## src/verilog/board_pkg.sv

```systemverilog
// Board controller definitions

package board_pkg;

  ////////////////////////////////////////
  // Bus widths
  ////////////////////////////////////////

  localparam int unsigned ApbAddrWidth = 12;
  localparam int unsigned ApbDataWidth = 32;

  typedef logic [ApbAddrWidth-1:0] apb_addr_t;
  typedef logic [ApbDataWidth-1:0] apb_data_t;

  ////////////////////////////////////////
  // Board signal widths
  ////////////////////////////////////////

  localparam int unsigned LedCount      = 8;
  localparam int unsigned FanLevelWidth = 4;
  localparam int unsigned BootModeWidth = 2;

  typedef logic [LedCount-1:0]      led_t;
  typedef logic [FanLevelWidth-1:0] fan_level_t;
  typedef logic [BootModeWidth-1:0] boot_mode_t;

  // Boot-mode register holds the select in bit 0 and the mode above it
  localparam int unsigned BootSelBit  = 0;
  localparam int unsigned BootModeLsb = 1;

  typedef logic [BootModeWidth:0] boot_reg_t;

  ////////////////////////////////////////
  // Register map
  ////////////////////////////////////////

  localparam apb_addr_t RegLed         = 12'h000;
  localparam apb_addr_t RegFanCtl      = 12'h004;
  localparam apb_addr_t RegFanOverride = 12'h008;
  localparam apb_addr_t RegBootMode    = 12'h00C;

  ////////////////////////////////////////
  // Timing
  ////////////////////////////////////////

  // 50 MHz soc_clk divided by 50 gives the 1 MHz RTC
  localparam int unsigned RtcHalfPeriod = 25;
  localparam int unsigned RtcCountWidth = 5;

  typedef logic [RtcCountWidth-1:0] rtc_count_t;

  // One PWM period is FanStepCycles * FanStepsPerPeriod cycles
  localparam int unsigned FanStepCycles     = 4;
  localparam int unsigned FanStepsPerPeriod = 15;
  localparam int unsigned FanPeriodCycles   = FanStepCycles * FanStepsPerPeriod;

  typedef logic [$clog2(FanStepCycles)-1:0] fan_prescale_t;

endpackage

```

## src/verilog/apb_if.sv

```systemverilog
// APB bus interface

`timescale 1ns/10ps

interface apb_if import board_pkg::*; ();

  apb_addr_t paddr;
  logic      psel;
  logic      penable;
  logic      pwrite;
  apb_data_t pwdata;
  apb_data_t prdata;
  logic      pready;
  logic      pslverr;

  // Requester side
  modport master (
    output paddr,
    output psel,
    output penable,
    output pwrite,
    output pwdata,
    input  prdata,
    input  pready,
    input  pslverr
  );

  // Completer side
  modport slave (
    input  paddr,
    input  psel,
    input  penable,
    input  pwrite,
    input  pwdata,
    output prdata,
    output pready,
    output pslverr
  );

endinterface

```

## src/verilog/board_regs.sv

```systemverilog
// Board control register block

`timescale 1ns/10ps

module board_regs import board_pkg::*; (
  input  logic       soc_clk,
  input  logic       rst_n,
  apb_if.slave       bus,
  input  fan_level_t fan_sw_i,
  input  boot_mode_t boot_mode_i,
  output led_t       led_o,
  output fan_level_t fan_level_o,
  output boot_mode_t boot_mode_o
);

  ////////////////////////////////////////
  // Transfer decode
  ////////////////////////////////////////

  logic      access;
  logic      wr_en;
  logic      addr_hit;
  apb_data_t rdata;

  led_t       led_q;
  fan_level_t fan_ctl_q;
  logic       override_q;
  boot_reg_t  boot_q;

  // Zero wait states so every access phase completes
  assign access = bus.psel & bus.penable;
  assign wr_en  = access & bus.pwrite;

  always_comb begin
    addr_hit = 1'b1;
    rdata    = '0;
    case (bus.paddr)
      RegLed:         rdata = apb_data_t'(led_q);
      RegFanCtl:      rdata = apb_data_t'(fan_ctl_q);
      RegFanOverride: rdata = apb_data_t'(override_q);
      RegBootMode:    rdata = apb_data_t'(boot_q);
      default: begin
        // Unmapped offset reads as zero
        addr_hit = 1'b0;
      end
    endcase
  end

  assign bus.prdata  = rdata;
  assign bus.pready  = access;
  assign bus.pslverr = access & ~addr_hit;

  ////////////////////////////////////////
  // Registers
  ////////////////////////////////////////

  always_ff @(posedge soc_clk or negedge rst_n) begin
    if (!rst_n) begin
      led_q      <= '0;
      override_q <= 1'b0;
      boot_q     <= '0;
    end else if (wr_en) begin
      case (bus.paddr)
        RegLed:         led_q      <= bus.pwdata[LedCount-1:0];
        RegFanOverride: override_q <= bus.pwdata[0];
        RegBootMode:    boot_q     <= bus.pwdata[BootModeWidth:0];
        default: begin
          // Fan level is handled below and bad offsets are ignored
        end
      endcase
    end
  end

  // Fan level mirrors the switches until software takes over
  always_ff @(posedge soc_clk or negedge rst_n) begin
    if (!rst_n) begin
      fan_ctl_q <= '0;
    end else if (!override_q) begin
      fan_ctl_q <= fan_sw_i;
    end else if (wr_en && (bus.paddr == RegFanCtl)) begin
      fan_ctl_q <= bus.pwdata[FanLevelWidth-1:0];
    end
  end

  ////////////////////////////////////////
  // Outputs
  ////////////////////////////////////////

  assign led_o       = led_q;
  assign fan_level_o = fan_ctl_q;

  // Register mode wins over the pins when selected
  assign boot_mode_o = boot_q[BootSelBit] ?
                       boot_q[BootModeLsb +: BootModeWidth] : boot_mode_i;

  ////////////////////////////////////////
  // Assertions
  ////////////////////////////////////////

  // Master must hold psel through the access phase
  penable_needs_psel: assert property (
    @(posedge soc_clk) disable iff (!rst_n)
    bus.penable |-> bus.psel
  ) else $error("penable high without psel");

  // A write that gets an error response leaves the registers alone
  bad_write_ignored: assert property (
    @(posedge soc_clk) disable iff (!rst_n)
    (bus.pslverr && bus.pwrite) |=> $stable({led_q, override_q, boot_q})
  ) else $error("write to an unmapped offset changed a register");

endmodule

```

## src/verilog/fan_pwm.sv

```systemverilog
// Fan PWM generator

`timescale 1ns/10ps

module fan_pwm import board_pkg::*; (
  input  logic       soc_clk,
  input  logic       rst_n,
  input  fan_level_t level_i,
  output logic       fan_pwm_o
);

  fan_prescale_t presc_q;
  fan_level_t    step_q;
  fan_level_t    level_q;
  logic          step_end;
  logic          period_end;

  ////////////////////////////////////////
  // Period counters
  ////////////////////////////////////////

  assign step_end   = (presc_q == fan_prescale_t'(FanStepCycles - 1));
  assign period_end = step_end && (step_q == fan_level_t'(FanStepsPerPeriod - 1));

  always_ff @(posedge soc_clk or negedge rst_n) begin
    if (!rst_n) begin
      presc_q <= '0;
      step_q  <= '0;
    end else begin
      if (step_end) begin
        presc_q <= '0;
      end else begin
        presc_q <= presc_q + 1'b1;
      end
      if (period_end) begin
        step_q <= '0;
      end else if (step_end) begin
        step_q <= step_q + 1'b1;
      end
    end
  end

  // New level only at a period boundary, so no period is cut short
  always_ff @(posedge soc_clk or negedge rst_n) begin
    if (!rst_n) begin
      level_q <= '0;
    end else if (period_end) begin
      level_q <= level_i;
    end
  end

  ////////////////////////////////////////
  // Output
  ////////////////////////////////////////

  // High from the first step of the period for level_q steps
  assign fan_pwm_o = (step_q < level_q);

  // A zero level keeps the fan off for the whole next period
  zero_level_off: assert property (
    @(posedge soc_clk) disable iff (!rst_n)
    (period_end && (level_i == '0)) |=> !fan_pwm_o [*FanPeriodCycles]
  ) else $error("fan_pwm_o high during a zero-level period");

endmodule

```

## src/verilog/rtc_divider.sv

```systemverilog
// Real-time clock divider

`timescale 1ns/10ps

module rtc_divider import board_pkg::*; (
  input  logic soc_clk,
  input  logic rst_n,
  output logic rtc_o
);

  rtc_count_t count_q;
  logic       wrap;
  logic       rtc_q;

  assign wrap = (count_q == rtc_count_t'(RtcHalfPeriod - 1));

  // Toggle once per half period
  always_ff @(posedge soc_clk or negedge rst_n) begin
    if (!rst_n) begin
      count_q <= '0;
      rtc_q   <= 1'b0;
    end else if (wrap) begin
      count_q <= '0;
      rtc_q   <= ~rtc_q;
    end else begin
      count_q <= count_q + 1'b1;
    end
  end

  assign rtc_o = rtc_q;

  ////////////////////////////////////////
  // Assertions
  ////////////////////////////////////////

  count_in_range: assert property (
    @(posedge soc_clk) disable iff (!rst_n)
    count_q <= rtc_count_t'(RtcHalfPeriod - 1)
  ) else $error("RTC counter out of range: %0d", count_q);

endmodule

```

## src/verilog/board_ctrl_top.sv

```systemverilog
// Board controller top level

`timescale 1ns/10ps

module board_ctrl_top import board_pkg::*; (
  input  logic       soc_clk,
  input  logic       rst_n,

  // APB completer port
  input  apb_addr_t  paddr_i,
  input  logic       psel_i,
  input  logic       penable_i,
  input  logic       pwrite_i,
  input  apb_data_t  pwdata_i,
  output apb_data_t  prdata_o,
  output logic       pready_o,
  output logic       pslverr_o,

  // Board pins
  input  fan_level_t fan_sw_i,
  input  boot_mode_t boot_mode_i,
  output led_t       led_o,
  output boot_mode_t boot_mode_o,
  output logic       fan_pwm_o,
  output logic       rtc_o
);

  ////////////////////////////////////////
  // APB binding
  ////////////////////////////////////////

  apb_if apb ();

  assign apb.paddr   = paddr_i;
  assign apb.psel    = psel_i;
  assign apb.penable = penable_i;
  assign apb.pwrite  = pwrite_i;
  assign apb.pwdata  = pwdata_i;

  assign prdata_o  = apb.prdata;
  assign pready_o  = apb.pready;
  assign pslverr_o = apb.pslverr;

  ////////////////////////////////////////
  // Registers
  ////////////////////////////////////////

  fan_level_t fan_level;

  board_regs i_board_regs (
    .soc_clk     ( soc_clk     ),
    .rst_n       ( rst_n       ),
    .bus         ( apb.slave   ),
    .fan_sw_i    ( fan_sw_i    ),
    .boot_mode_i ( boot_mode_i ),
    .led_o       ( led_o       ),
    .fan_level_o ( fan_level   ),
    .boot_mode_o ( boot_mode_o )
  );

  ////////////////////////////////////////
  // Fan control
  ////////////////////////////////////////

  fan_pwm i_fan_pwm (
    .soc_clk   ( soc_clk   ),
    .rst_n     ( rst_n     ),
    .level_i   ( fan_level ),
    .fan_pwm_o ( fan_pwm_o )
  );

  ////////////////////////////////////////
  // RTC
  ////////////////////////////////////////

  // Free-running 1 MHz clock from the 50 MHz soc_clk
  rtc_divider i_rtc_divider (
    .soc_clk ( soc_clk ),
    .rst_n   ( rst_n   ),
    .rtc_o   ( rtc_o   )
  );

endmodule

```

## config.mk

```make
export PLATFORM = sky130hd
export DESIGN_NAME = board_ctrl_top
export DESIGN_NICKNAME = d
export VERILOG_FILES = /design/src/verilog/board_pkg.sv /design/src/verilog/apb_if.sv /design/src/verilog/board_regs.sv /design/src/verilog/fan_pwm.sv /design/src/verilog/rtc_divider.sv /design/src/verilog/board_ctrl_top.sv
export SDC_FILE = /design/constraint.sdc
export NUM_CORES = 1
export LEC_CHECK = 0
export BUFFER_PORTS_ARGS = -buffer_cell sky130_fd_sc_hd__buf_2
export CORE_MARGIN = 4
export CORE_UTILIZATION = 45
export DETAILED_ROUTE_END_ITERATION = 10
export PLACE_DENSITY = 0.83
export SLEW_MARGIN = 40
export SYNTH_ARGS = -nofsm -noshare
export SYNTH_HDL_FRONTEND = slang
export SYNTH_HIERARCHICAL = 1
export SYNTH_SLANG_ARGS = --single-unit
export TNS_END_PERCENT = 30
```

## constraint.sdc

```tcl
create_clock -name soc_clk -period 1.4 [get_ports soc_clk]
set_input_delay 0 -clock soc_clk [delete_from_list [all_inputs] [get_ports soc_clk]]
set_output_delay 0 -clock soc_clk [all_outputs]
set_load 0.01 [all_outputs]
```

==> results of run 1 <==
cells by family after synthesis:
| family | Yosys count | synth area share [%] |
|---|---|---|
| and+or+nand+nor | 47 | 16.0 |
| buffers and inverters | 38 | 12.6 |
| DFF | 32 | 41.1 |
| muxes | 27 | 17.2 |
| AOI/OAI and AO/OA | 22 | 6.41 |
| adders and majority gates | 8 | 5.13 |
| xor gates and xnor gates | 3 | 1.35 |
| other | 1 | 0.192 |
path summary, 6_finish.rpt:
| kind | start | end | slack (ns) | depth (start not counted) |
|---|---|---|---|---|
| setup / recovery | paddr_i[4] | i_board_regs/led_o[3] | -0.06 | 4 |
| setup reg to reg | i_fan_pwm/step_q[1] | i_fan_pwm/level_q[0] | 0.10 | 4 |
| min in group asynchronous | rst_n | i_fan_pwm/step_q[2] | 0.31 | 2 |
| hold / removal | pwdata_i[0] | i_board_regs/boot_q[0] | 0.02 | 2 |
| hold reg to reg | i_fan_pwm/presc_q[0] | i_fan_pwm/presc_q[0] | 0.43 | 1 |
| max in group asynchronous | rst_n | i_fan_pwm/step_q[3] | 0.60 | 2 |
state kept, by name, summed over array words and instances (netlist names):
name and cells:
i_rtc_divider/rtc_o 1, i_rtc_divider/count_q 5, i_board_regs/boot_q 3, i_fan_pwm/step_q 4, i_board_regs/led_o 8, i_fan_pwm/level_q 4, i_board_regs/fan_level_o 4, i_board_regs/override_q 1
i_fan_pwm/presc_q 2
metrics by stage:
stage	cells	power [uW]
global route	314	2000
finish	314	1930
floorplan	201	1080
global placement	289	1120
CTS	310	1930
detailed placement	289	1120
cells in the mapped netlist:
| cell type | n | area, um^2 |
|---|---|---|
| a21boi_0 | 1 | 7.51 |
| a21oi_1 | 9 | 45.0 |
| a22o_1 | 1 | 8.76 |
| a31oi_1 | 1 | 6.26 |
| and2_1 | 8 | 50.1 |
| and2_2 | 1 | 7.51 |
| and2b_2 | 1 | 8.76 |
| buf_2 | 2 | 10.0 |
| buf_4 | 25 | 188 |
| buf_6 | 1 | 11.3 |
| clkbuf_1 | 2 | 7.51 |
| conb_1 | 1 | 3.75 |
| dfrtp_1 | 32 | 801 |
| ha_1 | 8 | 100 |
| inv_1 | 8 | 30.0 |
| mux2_2 | 10 | 113 |
| mux2_4 | 8 | 120 |
| mux2i_1 | 8 | 80.1 |
| mux4_2 | 1 | 22.5 |
| nand2_1 | 6 | 22.5 |
| nand3_1 | 7 | 35.0 |
| nand3b_1 | 1 | 7.51 |
| nand4_4 | 1 | 21.3 |
| nand4bb_1 | 1 | 11.3 |
| nor2_1 | 3 | 11.3 |
| nor2b_1 | 5 | 31.3 |
| nor3_1 | 2 | 10.0 |
| nor3b_1 | 1 | 7.51 |
| nor4_1 | 3 | 18.8 |
| nor4_2 | 1 | 12.5 |
| o21ai_0 | 8 | 40.0 |
| o41ai_1 | 2 | 17.5 |
| or4_1 | 2 | 15.0 |
| or4_4 | 2 | 22.5 |
| or4b_2 | 2 | 20.0 |
| xnor2_1 | 2 | 17.5 |
| xor2_1 | 1 | 8.76 |
critical path: stages:
cell and delay (ns):
buf_6 0.09, or4_4 0.53, or4_4 0.67, mux2_4 0.34
layer usage:
metal,GRT usage [%],vias up,routed length [um]
met5,0,-,0
met4,6.44,0,108
met3,4.79,15,251
met2,26.7,61,2600
met1,21.0,778,1920
li1,-,751,-
what timing repair did:
item | 4_1_cts | 5_1_grt
endpoints found under the hold margin | 41 | 0
gates resized for setup | 10 | 19
endpoints found under the setup margin | 20 | 26
hold buffers | 8 | 0
pin swaps | 2 | 6
buffers inserted | 6 | 4
power by group:
part / total [uW] / switching [uW] / internal, uW
clock: 771 / 333 / 437
combinational: 218 / 119 / 99.4
sequential: 936 / 5.35 / 931
cell type report:
type	count	area, um^2	area share [%]
multi-input combinational	131	1090	41.0
timing repair buffer	86	582	21.8
sequential	32	802	30.1
clock buffer	7	96.3	3.62
tap	50	62.6	2.35
inverter	8	30.0	1.13
==> results by group, run 1 <==
Outcome
  • Status: finished, violations left
  • Failing checks: setup timing

Clock tree
  • CTS tree: built
  • H-tree Lvls: 2
  • CTS Buffer Depth: 2
  • CTS root buf: clkbuf_8
  • # clock sinks: 32
  • Num CTS Buffers: 5
  • Worst-Skew Late Latency: 0.29 ns
  • CTS clk-pin slew, worst paths: about 0.060 ns

STA
  • Setup_tns: -0.726 ns
  • Min cycle time layout: 1.46 ns
  • FMAX: a little under 700 MHz
  • Final WS setup: -0.0638 ns
  • Minimum hold slack: ~0.017 ns
  • Max_slew headroom: 52.3%
  • Slew Viols, Final: 0
  • Clk_skew: 0.00544 ns
  • Fin. Hold Viols: 0
  • Post-route clock period utilization: 105%
  • RSZ-0062 raised after global routing: yes
  • Final setup vio count: 17
  • Worst-Margin Slew: 0.716 ns

Synth
  • Avg Inst Size Synth: 11.0 um^2
  • Synthesis Warnings: 6
  • Post-synthesis cell area: 1950 um^2
  • Synth Instances: 178
  • Post-synthesis cell type count: 37
  • #FFs+latches synth: 32
  • Sequential area share after synthesis: 41.1%

Drt
  • Final wirelength: 4.89 mm
  • Starting DRC count in detailed routing: 92
  • ANT nets after route: 0
  • Vias after detailed routing: around 1.6k
  • Drt pass-1 iters: 4
  • DRC viols: 0
  • Drt wl/cell: 15.6 um
  • Vias/cell: 5.11

Die
  • Die Span Y: 73.8 um
  • Die W: about 74 um
  • Total die area: 5450 um^2
  • Core area: between 4000 and 5000 um^2
  • I/O Pins: roughly 100
  • FP Rows: 23
  • Starting Density: 47.7%

Layout
  • Finished Cell Area: 2660 um^2
  • Fin util: roughly two thirds
  • Layout cells sized above 1: 47.0%
  • Syn-to-layout area delta: 36.6%
  • Most frequent cells in the layout: 47 x buf_2, 31 x dfrtp_1, 24 x conb_1
  • Ant diodes: 0
  • Fillcell total: 321
  • Nets@finish: 327
  • Commonest non-fill, non-tap cell in the layout: buf_2

Pwr
  • Max VDD drop: 0.000519 V
  • Static leakage: approximately 0.0014 uW
  • Pwr per Cell Area: approximately 720 nW/um^2

Global route
  • Wire length of the first global-routing pass: 6.82 mm
  • Pin count of the biggest net entering global routing: 33
  • Initial antenna violation count: 0
  • Number of global-route vias before repair: 1507
  • GRT Residual Overflow: 0
  • Gr usage total: 16.6%

Placement
  • Detailed-placement wirelength estimate: 3.26 mm
  • GPL Wtd Cong: 0.749
  • IO buf count: between 50 and 60
  • Area after DPL: 2270 um^2
  • Dpl ws: -0.377 ns

Worst setup path
  • Crit Path Class: input port to flop
  • CP Max Fanout: 8
  • CP arrival: 1.64 ns
  • Crit path required time: about 1.6 ns
  • Critical path startpoint category: input port
  • Crit end category: flop

Flow run
  • Max_cap viols: 0

Worst hold path
  • Hold Path Class: input port to flop
Power figures use the tool's default switching activity.
==> run 2, diff against run 1 <==
--- a/config.mk
+++ b/config.mk
@@ -8,6 +8,7 @@
 export BUFFER_PORTS_ARGS = -buffer_cell sky130_fd_sc_hd__buf_2
 export CORE_MARGIN = 4
 export CORE_UTILIZATION = 45
+export CTS_CLUSTER_SIZE = 12
 export DETAILED_ROUTE_END_ITERATION = 10
 export PLACE_DENSITY = 0.83
 export SLEW_MARGIN = 40
==> constraint.sdc (replaced) <==
create_clock -name soc_clk -period 1.4 [get_ports soc_clk]
set_input_delay 0.14 -clock soc_clk [delete_from_list [all_inputs] [get_ports soc_clk]]
set_output_delay 0.14 -clock soc_clk [all_outputs]
set_load 0.01 [all_outputs]
==> results by group, run 2 (synthesized netlist as in run 1, its figures left out) <==
Drt
  • ANT nets after route: 0 (unchanged)
  • Final wirelength: 5.08 mm (+4.1%)
  • DRC viols: 0 (unchanged)
  • Vias/cell: 5.16 (+0.94%)
  • Starting DRC count in detailed routing: 93 (+1.1%)
  • Drt pass-1 iters: 4 (unchanged)
  • Vias after detailed routing: 1584 (-1.3%)
  • Drt wl/cell: 16.6 um (+6.4%)

STA
  • Final WS setup: -0.371 ns (-0.307 ns)
  • Setup_tns: -7.22 ns (-6.50 ns)
  • Min cycle time layout: 1.77 ns (+0.307 ns)
  • RSZ-0062 raised after global routing: yes
  • Slew Viols, Final: 0 (unchanged)
  • Final setup vio count: 26 (+9)
  • FMAX: 565 MHz (-17%)
  • Post-route clock period utilization: 126% (+22 points)
  • Clk_skew: 0.00249 ns (-0.00295 ns)
  • Fin. Hold Viols: 0 (unchanged)

Pwr
  • Max VDD drop: 0.000439 V (-16%)
  • Pwr per Cell Area: 720 nW/um^2 (-0.43%)
  • Tot Pwr: 1880 uW (-2.4%)
  • Static leakage: 0.00135 uW (-2.1%)

Clock tree
  • CTS tree: built
  • Num CTS Buffers: 5 (unchanged)
  • CTS clk-pin slew, worst paths: 0.06 ns (about the same)
  • CTS root buf: clkbuf_8
  • H-tree Lvls: 2 (unchanged)
  • CTS Buffer Depth: 2 (unchanged)
  • # clock sinks: 32 (unchanged)
  • Worst-Skew Late Latency: 0.28 ns (about the same)

Placement
  • Area after DPL: 2300 um^2 (+1.7%)
  • Detailed-placement wirelength estimate: 3.27 mm (+0.22%)
  • IO buf count: 52 (unchanged)
  • GPL Wtd Cong: 0.848 (+13%)

Layout
  • Fin util: 63.9% (-1.3 points)
  • Commonest non-fill, non-tap cell in the layout: buf_2
  • Syn-to-layout area delta: 33.9%
  • Ant diodes: 0 (unchanged)
  • Layout cells sized above 1: 47.9% (+0.89 points)
  • Largest register FFs: 8 (unchanged)
  • Finished Cell Area: 2610 um^2 (-2.0%)
  • Most frequent cells in the layout: 42 x buf_2, 32 x dfrtp_1, 24 x conb_1
  • Nets@finish: 319 (-2.4%)

Outcome
  • Status: finished, violations left
  • Failing checks: setup timing

Worst setup path
  • Crit end category: output port
  • Crit path largest cell delay: 0.55 ns (-0.12 ns)
  • CP arrival: 1.63 ns (about the same)
  • Crit Path Class: input port to output port
  • Crit path required time: 1.26 ns (-0.31 ns)
  • Crit path cell chain: buf_6 > or4_4 > buf_6 > buf_4 > nor3_4 > buf_6 > and2_1 > buf_2
  • CP Max Fanout: 4 (-4)
  • Slowest cell on crit path: or4_4
  • Critical path startpoint category: input port
  • Most used cell, CP: buf_6

Global route
  • Pin count of the biggest net entering global routing: 33 (unchanged)
  • Initial antenna violation count: 0 (unchanged)
  • GRT Residual Overflow: 0 (unchanged)
  • Number of global-route vias before repair: 1530 (+1.5%)
  • Gr usage total: 16.9% (+0.28 points)
  • Wire length of the first global-routing pass: 7.00 mm (+2.6%)

Die
  • FP Rows: 23 (unchanged)
  • Die W: 73.8 um (unchanged)
  • Die Span Y: 73.8 um (unchanged)
  • Core area: 4090 um^2 (unchanged)
  • Total die area: 5450 um^2 (unchanged)
  • I/O Pins: 101 (unchanged)
  • Starting Density: 47.7% (unchanged)

Worst hold path
  • Hold Path Class: input port to flop

Flow run
  • Max_cap viols: 0 (unchanged)
==> run 2: worst paths after layout <==
path | cells after the start | start | to | slack, ns
max | 8 | paddr_i[1] | prdata_o[5] | -0.37
min | 2 | pwdata_i[6] | i_board_regs/led_o[6] | 0.08
max reg2reg | 4 | i_fan_pwm/step_q[1] | i_fan_pwm/level_q[0] | 0.07
min reg2reg | 1 | i_fan_pwm/presc_q[0] | i_fan_pwm/presc_q[0] | 0.42
max in group asynchronous | 3 | rst_n | i_rtc_divider/rtc_o | 0.70
min in group asynchronous | 3 | rst_n | i_fan_pwm/level_q[0] | 0.40
==> run 2: per-stage QoR <==
| step | worst slack (ns) | hold WS (ns) | std cells |
|---|---|---|---|
| 3_3_place_gp | -0.502 | 0.180 | 294 |
| 4_1_cts | -0.312 | 0.0809 | 304 |
| 2_1_floorplan | -0.463 | -0.156 | 201 |
| 3_5_place_dp | -0.536 | 0.188 | 294 |
| 6_report | -0.371 | 0.0826 | 307 |
| 5_1_grt | -0.428 | 0.0784 | 307 |
==> run 2: worst max-delay path, delay by kind of cell <==
family | cells | cell delay [ns]
buffers and inverters | 5 | 0.62
AND/OR/NAND/NOR | 3 | 0.86
==> run 2: per-layer routing <==
layer / part of all wire [%] / track usage [%] / wire length, um
met5: 0 / 0 / 0
met4: 1.9 / 7.04 / 99
met3: 7.1 / 5.34 / 361
met2: 54 / 26.7 / 2740
met1: 37 / 21.3 / 1880
==> run 2: power breakdown <==
group / internal, uW / switching, uW
registers: 931 / 5.41
clock network: 401 / 333
logic: 90.2 / 119
total: 1420 / 457
==> run 2: cell type report <==
cell class | count | area (um^2)
clock buffer | 8 | 90.1
timing repair buffer | 78 | 532
sequential | 32 | 801
tap | 50 | 62.6
multi-input combinational | 131 | 1100
fill | 310 | 1480
inverter | 8 | 30.0
==> run 2: what timing repair did <==
item | in CTS | in global routing
pin swaps | 2 | 2
endpoints found under the setup margin | 26 | 32
endpoints found under the hold margin | 32 | 0
hold buffers | 1 | 0
gates resized for setup | 12 | 24
gates cloned | 0 | 0
setup buffers | 1 | 3
